## src/design/smc_lite_pkg.sv

```systemverilog
// Static memory controller lite, shared definitions
// Register layout, bus widths and strobe FSM states

package smc_lite_pkg;

  // --------------------
  // Bus widths
  localparam int APB_ADDR_W = 5;   // APB offset bits
  localparam int DATA_W     = 32;  // APB and memory data
  localparam int MEM_ADDR_W = 16;  // External word address

  // --------------------
  // Config register
  localparam logic [APB_ADDR_W-1:0] ADDR_CONFIG0 = 5'h00;

  localparam int RD_WAIT_LSB = 0;  // Read wait field
  localparam int WR_WAIT_LSB = 4;  // Write wait field
  localparam int WAIT_W      = 4;
  localparam int HOLD_BIT    = 8;  // Set for two-cycle hold

  // Read wait 1, write wait 1
  localparam logic [DATA_W-1:0] CFG_RESET     = 32'h0000_0011;
  localparam logic [DATA_W-1:0] CFG_USED_MASK = 32'h0000_01FF;  // Stored bits

  // --------------------
  // Strobe timing FSM
  typedef enum logic [1:0] {
    ST_IDLE   = 2'd0,  // Waiting for buffered request
    ST_SETUP  = 2'd1,  // cs only
    ST_ACCESS = 2'd2,  // oe or we active
    ST_HOLD   = 2'd3   // cs only, strobes released
  } smc_state_e;

endpackage

```

## src/design/smc_cfreg_lite.sv

```systemverilog
// Timing configuration register of the memory controller
// Holds the read and write wait states and the hold length
`timescale 1ns/100ps

module smc_cfreg_lite (
  input  logic                             pclk,
  input  logic                             rst_n,
  input  logic                             selreg,   // Decoded APB access
  input  logic                             pwrite,
  input  logic [smc_lite_pkg::DATA_W-1:0]  pwdata,
  output logic [smc_lite_pkg::DATA_W-1:0]  rdata,    // Zero when not selected
  output logic [smc_lite_pkg::WAIT_W-1:0]  rd_wait,
  output logic [smc_lite_pkg::WAIT_W-1:0]  wr_wait,
  output logic                             hold_long
);

  logic [smc_lite_pkg::DATA_W-1:0] cfg_q;  // Unused bits stay zero

  always_ff @(posedge pclk)
  begin
    if (!rst_n)
      cfg_q <= smc_lite_pkg::CFG_RESET;
    else if (selreg && pwrite)
      cfg_q <= pwdata & smc_lite_pkg::CFG_USED_MASK;
  end

  // Gated readback so the interface mux is a plain OR
  assign rdata = selreg ? (cfg_q & smc_lite_pkg::CFG_USED_MASK) : '0;

  // Field extraction
  assign rd_wait   = cfg_q[smc_lite_pkg::RD_WAIT_LSB +: smc_lite_pkg::WAIT_W];
  assign wr_wait   = cfg_q[smc_lite_pkg::WR_WAIT_LSB +: smc_lite_pkg::WAIT_W];
  assign hold_long = cfg_q[smc_lite_pkg::HOLD_BIT];

endmodule

```

## src/design/smc_apb_lite_if.sv

```systemverilog
// APB slave interface of the memory controller
// Decodes the register select and muxes read data
`timescale 1ns/100ps

module smc_apb_lite_if (
  input  logic                                pclk,
  input  logic                                rst_n,
  input  logic                                psel,
  input  logic                                penable,
  input  logic                                pwrite,
  input  logic [smc_lite_pkg::APB_ADDR_W-1:0] paddr,
  input  logic [smc_lite_pkg::DATA_W-1:0]     pwdata,
  output logic [smc_lite_pkg::DATA_W-1:0]     prdata,
  output logic [smc_lite_pkg::WAIT_W-1:0]     rd_wait,
  output logic [smc_lite_pkg::WAIT_W-1:0]     wr_wait,
  output logic                                hold_long
);

  logic                            selreg;  // Config register 0 selected
  logic [smc_lite_pkg::DATA_W-1:0] rdata0;  // Gated readback of register 0

  // --------------------
  // Address decode, access phase only
  always_comb
  begin
    selreg = 1'b0;
    if (psel && penable)
    begin
      if (paddr == smc_lite_pkg::ADDR_CONFIG0)
        selreg = 1'b1;
    end
  end

  smc_cfreg_lite i_cfreg0 (
    .pclk      (pclk),
    .rst_n     (rst_n),
    .selreg    (selreg),
    .pwrite    (pwrite),
    .pwdata    (pwdata),
    .rdata     (rdata0),
    .rd_wait   (rd_wait),
    .wr_wait   (wr_wait),
    .hold_long (hold_long)
  );

  // One register, so the OR mux collapses to it
  assign prdata = rdata0;

endmodule

```

## src/design/smc_req_buffer.sv

```systemverilog
// Stage 1, one-entry host request buffer
// Holds the next access while the strobe FSM is busy
`timescale 1ns/100ps

module smc_req_buffer (
  input  logic                                pclk,
  input  logic                                rst_n,
  input  logic                                req,        // One-cycle host pulse
  input  logic                                we,
  input  logic [smc_lite_pkg::MEM_ADDR_W-1:0] addr,
  input  logic [smc_lite_pkg::DATA_W-1:0]     wdata,
  input  logic                                take,       // FSM accepts entry
  output logic                                ready,
  output logic                                buf_valid,
  output logic                                buf_we,
  output logic [smc_lite_pkg::MEM_ADDR_W-1:0] buf_addr,
  output logic [smc_lite_pkg::DATA_W-1:0]     buf_wdata
);

  logic load;  // Accept a host request

  assign load  = req && !buf_valid;  // req while full is dropped
  assign ready = !buf_valid;

  // Valid flag
  always_ff @(posedge pclk)
  begin
    if (!rst_n)
      buf_valid <= 1'b0;
    else if (load)
      buf_valid <= 1'b1;
    else if (take)
      buf_valid <= 1'b0;  // Freed as the FSM starts the access
  end

  // Request payload latched on load
  always_ff @(posedge pclk)
  begin
    if (load)
    begin
      buf_we    <= we;
      buf_addr  <= addr;
      buf_wdata <= wdata;
    end
  end

endmodule

```

## src/design/smc_strobe_fsm.sv

```systemverilog
// Stage 2, strobe timing FSM
// Setup, access and hold phases with programmed wait states
`timescale 1ns/100ps

module smc_strobe_fsm (
  input  logic                                pclk,
  input  logic                                rst_n,
  input  logic                                buf_valid,
  input  logic                                buf_we,
  input  logic [smc_lite_pkg::MEM_ADDR_W-1:0] buf_addr,
  input  logic [smc_lite_pkg::DATA_W-1:0]     buf_wdata,
  input  logic [smc_lite_pkg::WAIT_W-1:0]     rd_wait,
  input  logic [smc_lite_pkg::WAIT_W-1:0]     wr_wait,
  input  logic                                hold_long,
  output logic                                take,      // Leaving ST_IDLE
  output logic                                cs_act,
  output logic                                oe_act,
  output logic                                we_act,
  output logic                                acc_we,
  output logic [smc_lite_pkg::MEM_ADDR_W-1:0] acc_addr,
  output logic [smc_lite_pkg::DATA_W-1:0]     acc_wdata,
  output logic                                last       // Final hold cycle
);

  smc_lite_pkg::smc_state_e state_q;
  logic [smc_lite_pkg::WAIT_W-1:0] cnt_q;   // Phase down-counter
  logic                            hold_q;  // Hold length latched at take

  assign take = (state_q == smc_lite_pkg::ST_IDLE) && buf_valid;

  // --------------------
  // State and counter
  always_ff @(posedge pclk)
  begin
    if (!rst_n)
    begin
      state_q <= smc_lite_pkg::ST_IDLE;
      cnt_q   <= '0;
      hold_q  <= 1'b0;
    end
    else
    begin
      case (state_q)
        smc_lite_pkg::ST_IDLE:
        begin
          if (take)
          begin
            state_q <= smc_lite_pkg::ST_SETUP;
            cnt_q   <= buf_we ? wr_wait : rd_wait;  // Config sampled here
            hold_q  <= hold_long;
          end
        end
        smc_lite_pkg::ST_SETUP:
          state_q <= smc_lite_pkg::ST_ACCESS;  // Always one cycle
        smc_lite_pkg::ST_ACCESS:
        begin
          // wait + 1 cycles in this phase
          if (cnt_q == '0)
          begin
            state_q <= smc_lite_pkg::ST_HOLD;
            cnt_q   <= {{(smc_lite_pkg::WAIT_W-1){1'b0}}, hold_q};
          end
          else
            cnt_q <= cnt_q - 1'b1;
        end
        smc_lite_pkg::ST_HOLD:
        begin
          if (cnt_q == '0)
            state_q <= smc_lite_pkg::ST_IDLE;
          else
            cnt_q <= cnt_q - 1'b1;  // Second hold cycle
        end
        default:
          state_q <= smc_lite_pkg::ST_IDLE;
      endcase
    end
  end

  // Access payload, held until the next take
  always_ff @(posedge pclk)
  begin
    if (take)
    begin
      acc_we    <= buf_we;
      acc_addr  <= buf_addr;
      acc_wdata <= buf_wdata;
    end
  end

  // --------------------
  // Strobe decode
  assign cs_act = (state_q != smc_lite_pkg::ST_IDLE);
  assign oe_act = (state_q == smc_lite_pkg::ST_ACCESS) && !acc_we;
  assign we_act = (state_q == smc_lite_pkg::ST_ACCESS) && acc_we;
  assign last   = (state_q == smc_lite_pkg::ST_HOLD) && (cnt_q == '0);

endmodule

```

## src/design/smc_mem_port.sv

```systemverilog
// Stage 3, external memory pin stage
// Registered active-low strobes, read capture and done pulse
`timescale 1ns/100ps

module smc_mem_port (
  input  logic                                pclk,
  input  logic                                rst_n,
  input  logic                                cs_act,
  input  logic                                oe_act,
  input  logic                                we_act,
  input  logic                                acc_we,
  input  logic                                last,
  input  logic [smc_lite_pkg::MEM_ADDR_W-1:0] acc_addr,
  input  logic [smc_lite_pkg::DATA_W-1:0]     acc_wdata,
  input  logic [smc_lite_pkg::DATA_W-1:0]     mem_din,
  output logic                                mem_cs_n,
  output logic                                mem_oe_n,
  output logic                                mem_we_n,
  output logic [smc_lite_pkg::MEM_ADDR_W-1:0] mem_addr,
  output logic [smc_lite_pkg::DATA_W-1:0]     mem_dout,
  output logic [smc_lite_pkg::DATA_W-1:0]     rdata,
  output logic                                done
);

  logic rd_capture;  // Edge where mem_oe_n rises

  // Pin oe still low but FSM has left ST_ACCESS
  assign rd_capture = !mem_oe_n && !oe_act && !acc_we;

  // --------------------
  // Control pins, one cycle behind the FSM
  always_ff @(posedge pclk)
  begin
    if (!rst_n)
    begin
      mem_cs_n <= 1'b1;
      mem_oe_n <= 1'b1;
      mem_we_n <= 1'b1;
      done     <= 1'b0;
    end
    else
    begin
      mem_cs_n <= !cs_act;
      mem_oe_n <= !oe_act;
      mem_we_n <= !we_act;
      done     <= last;  // One cycle after the final hold
    end
  end

  // Address, write data and read capture
  always_ff @(posedge pclk)
  begin
    mem_addr <= acc_addr;
    mem_dout <= acc_wdata;
    if (rd_capture)
      rdata <= mem_din;
  end

endmodule

```

## src/design/smc_lite.sv

```systemverilog
// Lite static memory controller top level
// APB config port plus request buffer, strobe FSM and pin stage
`timescale 1ns/100ps

module smc_lite (
  input  logic                                pclk,
  input  logic                                rst_n,
  // APB
  input  logic                                psel,
  input  logic                                penable,
  input  logic                                pwrite,
  input  logic [smc_lite_pkg::APB_ADDR_W-1:0] paddr,
  input  logic [smc_lite_pkg::DATA_W-1:0]     pwdata,
  output logic [smc_lite_pkg::DATA_W-1:0]     prdata,
  // Host
  input  logic                                req,
  input  logic                                we,
  input  logic [smc_lite_pkg::MEM_ADDR_W-1:0] addr,
  input  logic [smc_lite_pkg::DATA_W-1:0]     wdata,
  output logic                                ready,
  output logic [smc_lite_pkg::DATA_W-1:0]     rdata,
  output logic                                done,
  // External memory
  output logic                                mem_cs_n,
  output logic                                mem_oe_n,
  output logic                                mem_we_n,
  output logic [smc_lite_pkg::MEM_ADDR_W-1:0] mem_addr,
  output logic [smc_lite_pkg::DATA_W-1:0]     mem_dout,
  input  logic [smc_lite_pkg::DATA_W-1:0]     mem_din
);

  // --------------------
  // Internal nets
  logic [smc_lite_pkg::WAIT_W-1:0]     rd_wait;
  logic [smc_lite_pkg::WAIT_W-1:0]     wr_wait;
  logic                                hold_long;
  logic                                take;
  logic                                buf_valid;
  logic                                buf_we;
  logic [smc_lite_pkg::MEM_ADDR_W-1:0] buf_addr;
  logic [smc_lite_pkg::DATA_W-1:0]     buf_wdata;
  logic                                cs_act;
  logic                                oe_act;
  logic                                we_act;
  logic                                acc_we;
  logic [smc_lite_pkg::MEM_ADDR_W-1:0] acc_addr;
  logic [smc_lite_pkg::DATA_W-1:0]     acc_wdata;
  logic                                last;

  smc_apb_lite_if i_apb_if (
    .pclk      (pclk),
    .rst_n     (rst_n),
    .psel      (psel),
    .penable   (penable),
    .pwrite    (pwrite),
    .paddr     (paddr),
    .pwdata    (pwdata),
    .prdata    (prdata),
    .rd_wait   (rd_wait),
    .wr_wait   (wr_wait),
    .hold_long (hold_long)
  );

  // Stage 1
  smc_req_buffer i_req_buffer (
    .pclk      (pclk),
    .rst_n     (rst_n),
    .req       (req),
    .we        (we),
    .addr      (addr),
    .wdata     (wdata),
    .take      (take),
    .ready     (ready),
    .buf_valid (buf_valid),
    .buf_we    (buf_we),
    .buf_addr  (buf_addr),
    .buf_wdata (buf_wdata)
  );

  // Stage 2
  smc_strobe_fsm i_strobe_fsm (
    .pclk      (pclk),
    .rst_n     (rst_n),
    .buf_valid (buf_valid),
    .buf_we    (buf_we),
    .buf_addr  (buf_addr),
    .buf_wdata (buf_wdata),
    .rd_wait   (rd_wait),
    .wr_wait   (wr_wait),
    .hold_long (hold_long),
    .take      (take),
    .cs_act    (cs_act),
    .oe_act    (oe_act),
    .we_act    (we_act),
    .acc_we    (acc_we),
    .acc_addr  (acc_addr),
    .acc_wdata (acc_wdata),
    .last      (last)
  );

  // Stage 3
  smc_mem_port i_mem_port (
    .pclk      (pclk),
    .rst_n     (rst_n),
    .cs_act    (cs_act),
    .oe_act    (oe_act),
    .we_act    (we_act),
    .acc_we    (acc_we),
    .last      (last),
    .acc_addr  (acc_addr),
    .acc_wdata (acc_wdata),
    .mem_din   (mem_din),
    .mem_cs_n  (mem_cs_n),
    .mem_oe_n  (mem_oe_n),
    .mem_we_n  (mem_we_n),
    .mem_addr  (mem_addr),
    .mem_dout  (mem_dout),
    .rdata     (rdata),
    .done      (done)
  );

endmodule

```

## config.mk

```make
export PLATFORM = sky130hd
export DESIGN_NAME = smc_lite
export DESIGN_NICKNAME = d
export VERILOG_FILES = /design/src/design/smc_lite_pkg.sv /design/src/design/smc_cfreg_lite.sv /design/src/design/smc_apb_lite_if.sv /design/src/design/smc_req_buffer.sv /design/src/design/smc_strobe_fsm.sv /design/src/design/smc_mem_port.sv /design/src/design/smc_lite.sv
export SDC_FILE = /design/constraint.sdc
export NUM_CORES = 1
export LEC_CHECK = 0
export CAP_MARGIN = 30
export CELL_PAD_IN_SITES_DETAIL_PLACEMENT = 1
export CELL_PAD_IN_SITES_GLOBAL_PLACEMENT = 1
export CORE_UTILIZATION = 40
export DETAILED_ROUTE_END_ITERATION = 10
export DONT_BUFFER_PORTS = 1
export HOLD_SLACK_MARGIN = 0.02
export MAX_ROUTING_LAYER = met4
export PLACE_DENSITY = 0.61
export REMOVE_ABC_BUFFERS = 1
export SLEW_MARGIN = 20
export SYNTH_ARGS = -nofsm -noshare
export SYNTH_HDL_FRONTEND = slang
export SYNTH_SLANG_ARGS = --single-unit
```

## constraint.sdc

```tcl
create_clock -name pclk -period 4.8 [get_ports pclk]
set_input_delay 0.48 -clock pclk [delete_from_list [all_inputs] [get_ports pclk]]
set_output_delay 0.48 -clock pclk [all_outputs]
set_load 0.01 [all_outputs]
```

==> results of run 1 <==
[layout make-up]
cell class	instances	share of cell area
Multi-Input combinational cell	117	0.105
Antenna cell	1	0.000364
Clock inverter	13	0.0202
Tap cell	184	0.0335
Timing Repair Buffer	4	0.00400
Clock buffer	19	0.0644
Sequential cell	199	0.769
Inverter	7	0.00382
[synth_stat cells (all sizes together), types with 2 or more instances]
cell type / n / share of area
nor3: 2 / 0.0016
nor2: 3 / 0.0018
nand2: 14 / 0.0085
or4: 2 / 0.0037
clkbuf: 4 / 0.0024
mux2i: 3 / 0.0049
nand3: 14 / 0.012
buf: 26 / 0.032
dfxtp: 69 / 0.22
and3: 2 / 0.0020
edfxtp: 130 / 0.63
inv: 7 / 0.0043
a21oi: 5 / 0.0041
and2: 10 / 0.010
ha: 5 / 0.010
nor2b: 2 / 0.0020
nand2b: 2 / 0.0020
o21ai: 12 / 0.014
[power groups by stage]
stage	clock (mW)	combinational, mW	sequential, mW
final	1.38	0.247	2.13
after global routing	1.49	0.286	2.15
after CTS	1.42	0.252	2.13
after detailed placement	0	0.251	2.17
after global placement	0	0.241	2.16
after floorplan	0	0.185	2.14
[per-layer routing]
layer | vias up | routed length, um
li1 | 1188 | -
met1 | 1265 | 4140
met2 | 108 | 5240
met3 | 15 | 594
met4 | 0 | 180
met5 | - | 0
[stage by stage]
stage / utilization / area, um2
6_report: 0.466 / 6880
3_5_place_dp: 0.426 / 6290
4_1_cts: 0.466 / 6870
3_3_place_gp: 0.426 / 6290
2_1_floorplan: - / 6020
5_1_grt: 0.466 / 6880
[cells by family (layout without fill, tap and decap cells)]
kind of cell	count (synthesis)	after routing	share of synthesized area
adder cells (fa/ha/maj)	5	5	0.0102
buffers and inverters	37	43	0.0390
AO/OA/AOI/OAI	27	27	0.0323
flip-flops	199	199	0.859
multiplexers	4	4	0.00671
other	1	24	0.000610
AND/OR/NAND/NOR	58	58	0.0521
[sequential cells by signal, summed over array words and instances (netlist names), 9 cells and up]
register,cells
i_mem_port.rdata,32
i_req_buffer.buf_addr,16
i_apb_if.i_cfreg0.cfg_q,9
i_strobe_fsm.acc_addr,16
i_mem_port.mem_addr,16
i_req_buffer.buf_wdata,32
i_mem_port.mem_dout,32
i_strobe_fsm.acc_wdata,32
[critical path: cells and delay by family]
family	cells	cell delay [ns]
buffers and inverters	1	0.25
and+or+nand+nor	3	1.18
[how the worst max path moves through the flow]
stage                                              start                            end  slack [ns]  cells past startpoint
detailed placement                              paddr[0]                      prdata[5]        2.22                      3
finish                                          paddr[0]                      prdata[7]        2.41                      4
global route                                    paddr[0]                      prdata[7]        2.29                      4
CTS                                             paddr[0]                      prdata[5]        2.22                      3
global placement                                paddr[0]                      prdata[2]        2.34                      3
floorplan           i_strobe_fsm.state_q[0]$_SDFFE_PN0P_  i_mem_port.rdata[0]$_DFFE_PP_        1.37                      3
==> run summary, run 1 <==
GLOBAL ROUTING
--------------------------------------------------------------------------------
Met1 track demand over resource in global routing                          0.155
Met2 layer usage reported by global route                                  0.214
Largest net degree at the start of global routing                             44
Number of antenna violations at the first check in global routing              1
Sum of overflow across all layers after global routing                         0
Number of global-route vias before repair                                   2540
Global router's overall resource usage                                     0.136
Met3 Usage GRT                                                            0.0459
Global-route layer with the greatest usage                                  met2
Wire length of the first global-routing pass                             15.1 mm

ROUTING
--------------------------------------------------------------------------------
Total routed wirelength                                                  10.1 mm
Total number of vias                                                        2576
Iter 0 DRT Violations                                                        142
DR DRC count                                                                   0
WL/cell                                                                  18.7 um
ANT nets after route                                                           0
Number of iterations in the first detailed-routing pass                        4
Via-per-instance ratio                                                      4.74

CELLS AND AREA
--------------------------------------------------------------------------------
Layout overhead on the synthesized area                                    11.8%
Total area of multi-input combinational cells                            723 um2
Most frequent cells in the layout                                   130 x sky130_fd_sc_hd__edfxtp_1, 69 x sky130_fd_sc_hd__dfxtp_1, 23 x sky130_fd_sc_hd__conb_1
Most common library cell in the layout ignoring fill and taps       sky130_fd_sc_hd__edfxtp_1
Filler Cells Inserted                                                       1381
Fraction of layout instances using a drive strength above 1                0.134
NumNets Final                                                                475
Post-layout instance count excluding filler cells                            544
Storage element area                                                 0.00529 mm2

WORST SETUP PATH
--------------------------------------------------------------------------------
Required time at the worst-slack endpoint                                4.32 ns
Worst reg2reg path depth                                                       6
R2r setup slk                                                            2.75 ns
CP max stage delay                                                       0.51 ns
Reg-to-Reg End                                                      i_strobe_fsm.cnt_q[2]$_SDFFE_PN0P_
Cell Chain, Critical Path                                           or4_4 -> nor3_1 -> clkbuf_2 -> and2_1
Worst flop-to-flop path startpoint                                  i_strobe_fsm.state_q[0]$_SDFFE_PN0P_
Critical Path End Type                                                output pin
Worst Path Class, Setup                                                in -> out
Critical-path maximum fanout                                                   6
Setup crit start kind                                                  input pin
Slowest cell on the critical path                                   sky130_fd_sc_hd__or4_4
Worst path arrival time                                                  1.91 ns

CLOCK TREE
--------------------------------------------------------------------------------
Clock tree from TritonCTS                                                    yes
Clock latency on the worst-skew pair                                     0.42 ns
Clock transition at the registers of the reported paths                  0.07 ns
# resized after CTS                                                            0
Number of buffers inserted during clock tree synthesis                        17
Htree depth                                                                    4
Clock sinks                                                                  199
Count of hold-fix buffers inserted at cts                                      0
Root buffer selected by CTS                                         sky130_fd_sc_hd__clkbuf_16
Largest buffer count on any clock path                                         2
Post-CTS setup buffer count                                                    0

PWR
--------------------------------------------------------------------------------
Fraction of power consumed by sequential logic                             0.567
Leakage power                                                            2.44 nW
Int Power                                                                2.85 mW
Power density over the cells                                          546 mW/mm2
Logic pwr share                                                            0.066
Tot Pwr                                                                  3.75 mW
Switching share of power                                                   0.240
Clock power frac                                                           0.367
Worst vdd rail ir drop                                                    245 uV
Switch Pwr                                                              0.902 mW

YOSYS
--------------------------------------------------------------------------------
Synth Flop Type                                                     sky130_fd_sc_hd__edfxtp_1
Number of enable flip-flop cells after synthesis                             130
Post-synthesis instance total                                                331
Sequential-to-total area share from yosys stat                             0.859
Warning count from the yosys run                                               0
Syn Std Cell Area                                                    0.00615 mm2
Async SR Flop Fraction                                                         0
Mean post-synth cell area                                               18.6 um2
Number of unique standard cell types used by synthesis                        42
Seq cells post-synth                                                         199

STA
--------------------------------------------------------------------------------
Max frequency                                                            418 MHz
Smallest setup slack after layout                                        2.41 ns
Clock Skew                                                            0.00864 ns
Share of the clock period used by the worst path                           0.499
Count of final max-slew check failures                                         0
Post-layout min period                                                   2.39 ns
Endpoints failing hold                                                         0
Final setup viols                                                              0
Max-Slew Margin vs Limit                                                   0.552
Measured slew at the worst slew-check pin                               0.668 ns
Total negative slack for setup checks                                       0 ns
Hold Worst Slack                                                        0.132 ns
Setup repair after global routing missed its margin                           no

MIN PATH
--------------------------------------------------------------------------------
Worst min-delay path endpoint                                       i_mem_port.mem_cs_n$_SDFF_PN1_
Worst Hold Class                                                       in -> reg
Min-Delay Path Depth                                                           1
Worst Hold Launch                                                          rst_n

PLACEMENT
--------------------------------------------------------------------------------
Final weighted congestion in routability-driven placement                  0.699
Total instance count after detailed placement                                510
I/O Buffers                                                                    0
Worst setup slack before clock tree synthesis                            2.22 ns
Sum of net half-perimeters after detailed placement                      6.98 mm

FLOORPLAN
--------------------------------------------------------------------------------
Effective utilization at floorplan                                         0.417
Placeable core area                                                   0.0148 mm2
Die Outline Area                                                      0.0159 mm2
Count of standard-cell rows                                                   44
I/O pin count                                                                241
Die width                                                                 126 um
Die height                                                                126 um

STATUS
--------------------------------------------------------------------------------
Outcome                                                                completed

FLOW RUN
--------------------------------------------------------------------------------
# Max-Cap Violations                                                           0

(Power assumes the default switching activity.)
==> run 2: changes to the inputs <==
- clock period: 4.8 -> 2.4 ns (I/O delays scaled with it)
==> run summary, run 2 (synthesis gave the netlist of run 1 again) <==
STA
--------------------------------------------------------------------------------
Post-layout min period                                                   2.10 ns
Endpoints failing hold                                                         0   unchanged
Final setup viols                                                              0   unchanged
Setup repair after global routing missed its margin                           no   unchanged
Clock Skew                                                            0.00669 ns   was 0.00864 ns
Hold Worst Slack                                                       0.0719 ns   was 0.132 ns
Share of the clock period used by the worst path                           0.875
Smallest setup slack after layout                                       0.301 ns   was 2.41 ns
Max-Slew Margin vs Limit                                                   0.539   was 0.552
Measured slew at the worst slew-check pin                               0.687 ns   was 0.668 ns
Total negative slack for setup checks                                       0 ns   unchanged
Count of final max-slew check failures                                         0   unchanged
Max frequency                                                            476 MHz

PWR
--------------------------------------------------------------------------------
Worst vdd rail ir drop                                                    521 uV   was 245 uV
Tot Pwr                                                                  7.68 mW   was 3.75 mW
Leakage power                                                            2.82 nW   was 2.44 nW
Power density over the cells                                          979 mW/mm2   was 546 mW/mm2

WORST SETUP PATH
--------------------------------------------------------------------------------
Setup crit start kind                                                  flip-flop   was input pin
Bufs and invs on worst path                                                    1   unchanged
R2r setup slk                                                            0.30 ns   was 2.75 ns
Top cell family by delay on the critical path                       compound AO/OA/AOI/OAI gates   was simple AND/OR/NAND/NOR gates
Critical-path maximum fanout                                                   6   unchanged
Worst path arrival time                                                  2.40 ns   was 1.91 ns
CP max stage delay                                                       0.60 ns   was 0.51 ns
Cell Chain, Critical Path                                           inv_1 -> ha_1 -> nor2b_1 -> a211oi_1 -> o21ai_0 -> o221a_1   was or4_4 -> nor3_1 -> clkbuf_2 -> and2_1
Worst Path Class, Setup                                               reg -> reg   was in -> out
Required time at the worst-slack endpoint                                2.71 ns   was 4.32 ns
Slowest cell on the critical path                                   sky130_fd_sc_hd__a211oi_1   was sky130_fd_sc_hd__or4_4
Critical Path End Type                                                 flip-flop   was output pin

ROUTING
--------------------------------------------------------------------------------
Total number of vias                                                        2949   was 2576
WL/cell                                                                  17.7 um   was 18.7 um
Number of iterations in the first detailed-routing pass                        4   unchanged
Total routed wirelength                                                  11.3 mm   was 10.1 mm
Via-per-instance ratio                                                      4.62   was 4.74
ANT nets after route                                                           0   unchanged
Iter 0 DRT Violations                                                        111   was 142
DR DRC count                                                                   0   unchanged

FLOORPLAN
--------------------------------------------------------------------------------
I/O pin count                                                                241   unchanged
Die height                                                                126 um   unchanged
Count of standard-cell rows                                                   44   unchanged
Placeable core area                                                   0.0148 mm2   unchanged
Effective utilization at floorplan                                         0.417   unchanged
Die Outline Area                                                      0.0159 mm2   unchanged
Die width                                                                 126 um   unchanged

FLOW RUN
--------------------------------------------------------------------------------
# Max-Cap Violations                                                           0   unchanged

CELLS AND AREA
--------------------------------------------------------------------------------
NumNets Final                                                                569   was 475
Fraction of layout instances using a drive strength above 1                0.104   was 0.134
Most frequent cells in the layout                                   130 x sky130_fd_sc_hd__edfxtp_1, 92 x sky130_fd_sc_hd__dlygate4sd3_1, 69 x sky130_fd_sc_hd__dfxtp_1   was 130 x sky130_fd_sc_hd__edfxtp_1, 69 x sky130_fd_sc_hd__dfxtp_1, 23 x sky130_fd_sc_hd__conb_1
Post-layout instance area                                            0.00784 mm2   was 0.00688 mm2
Post-layout instance count excluding filler cells                            638   was 544
Most common library cell in the layout ignoring fill and taps       sky130_fd_sc_hd__edfxtp_1   unchanged
Filler Cells Inserted                                                       1360   was 1381
Final design utilization                                                   0.532   was 0.466
Layout overhead on the synthesized area                                    27.5%   was 11.8%

PLACEMENT
--------------------------------------------------------------------------------
Final weighted congestion in routability-driven placement                  0.722   was 0.699
Total instance count after detailed placement                                512   was 510
I/O Buffers                                                                    0   unchanged
Cell area after placement                                            0.00634 mm2   was 0.00629 mm2
Sum of net half-perimeters after detailed placement                      7.10 mm   was 6.98 mm
Worst setup slack before clock tree synthesis                           0.373 ns   was 2.22 ns

CLOCK TREE
--------------------------------------------------------------------------------
Largest buffer count on any clock path                                         2   unchanged
Number of buffers inserted during clock tree synthesis                        17   unchanged
Count of hold-fix buffers inserted at cts                                     93   was 0
Post-CTS setup buffer count                                                    0   unchanged
# resized after CTS                                                            0   unchanged
Clock transition at the registers of the reported paths                  0.07 ns   about the same
Root buffer selected by CTS                                         sky130_fd_sc_hd__clkbuf_16   unchanged
Clock latency on the worst-skew pair                                     0.41 ns   was 0.42 ns
Clock sinks                                                                  199   unchanged
Clock tree from TritonCTS                                                    yes   unchanged
Htree depth                                                                    4   unchanged

MIN PATH
--------------------------------------------------------------------------------
Worst Hold Class                                                       in -> reg   unchanged

GLOBAL ROUTING
--------------------------------------------------------------------------------
Global router's overall resource usage                                     0.150   was 0.136
Number of antenna violations at the first check in global routing              1   unchanged
Largest net degree at the start of global routing                             44   unchanged
Sum of overflow across all layers after global routing                         0   unchanged
Wire length of the first global-routing pass                             17.0 mm   was 15.1 mm
Number of global-route vias before repair                                   3076   was 2540

STATUS
--------------------------------------------------------------------------------
Outcome                                                                completed   unchanged

run 2: metal layers:
metal  up-vias  track usage  share of wire
li1       1375            -              -
met1      1461        0.160           0.38
met2       105        0.263           0.55
met3         8       0.0493          0.052
met4         0       0.0482         0.0099
met5         -            -              0
run 2: area by class of cell:
class / instances / area, um2 / share of cell area
Sequential cell: 199 / 5290 / 0.674
Timing Repair Buffer: 98 / 1000 / 0.128
Antenna cell: 1 / 2.50 / 0.000319
Multi-Input combinational cell: 117 / 723 / 0.0922
Clock inverter: 11 / 114 / 0.0145
Inverter: 7 / 26.3 / 0.00335
Tap cell: 184 / 230 / 0.0294
Clock buffer: 21 / 462 / 0.0589
run 2: worst paths after layout:
check,end,start,cells past startpoint
worst max register to register,i_strobe_fsm.cnt_q[0]$_SDFFE_PN0P_,i_strobe_fsm.state_q[0]$_SDFFE_PN0P_,6
worst min-delay path,i_strobe_fsm.cnt_q[2]$_SDFFE_PN0P_,rst_n,2
worst min register to register,i_mem_port.mem_dout[1]$_DFF_P_,i_strobe_fsm.acc_wdata[1]$_DFFE_PP_,0
worst max-delay path,i_strobe_fsm.cnt_q[0]$_SDFFE_PN0P_,i_strobe_fsm.state_q[0]$_SDFFE_PN0P_,6
run 2: report_power, final:
part / internal, mW / switching (mW)
registers: 4.05 / 0.208
logic: 0.281 / 0.397
clock network: 1.52 / 1.22
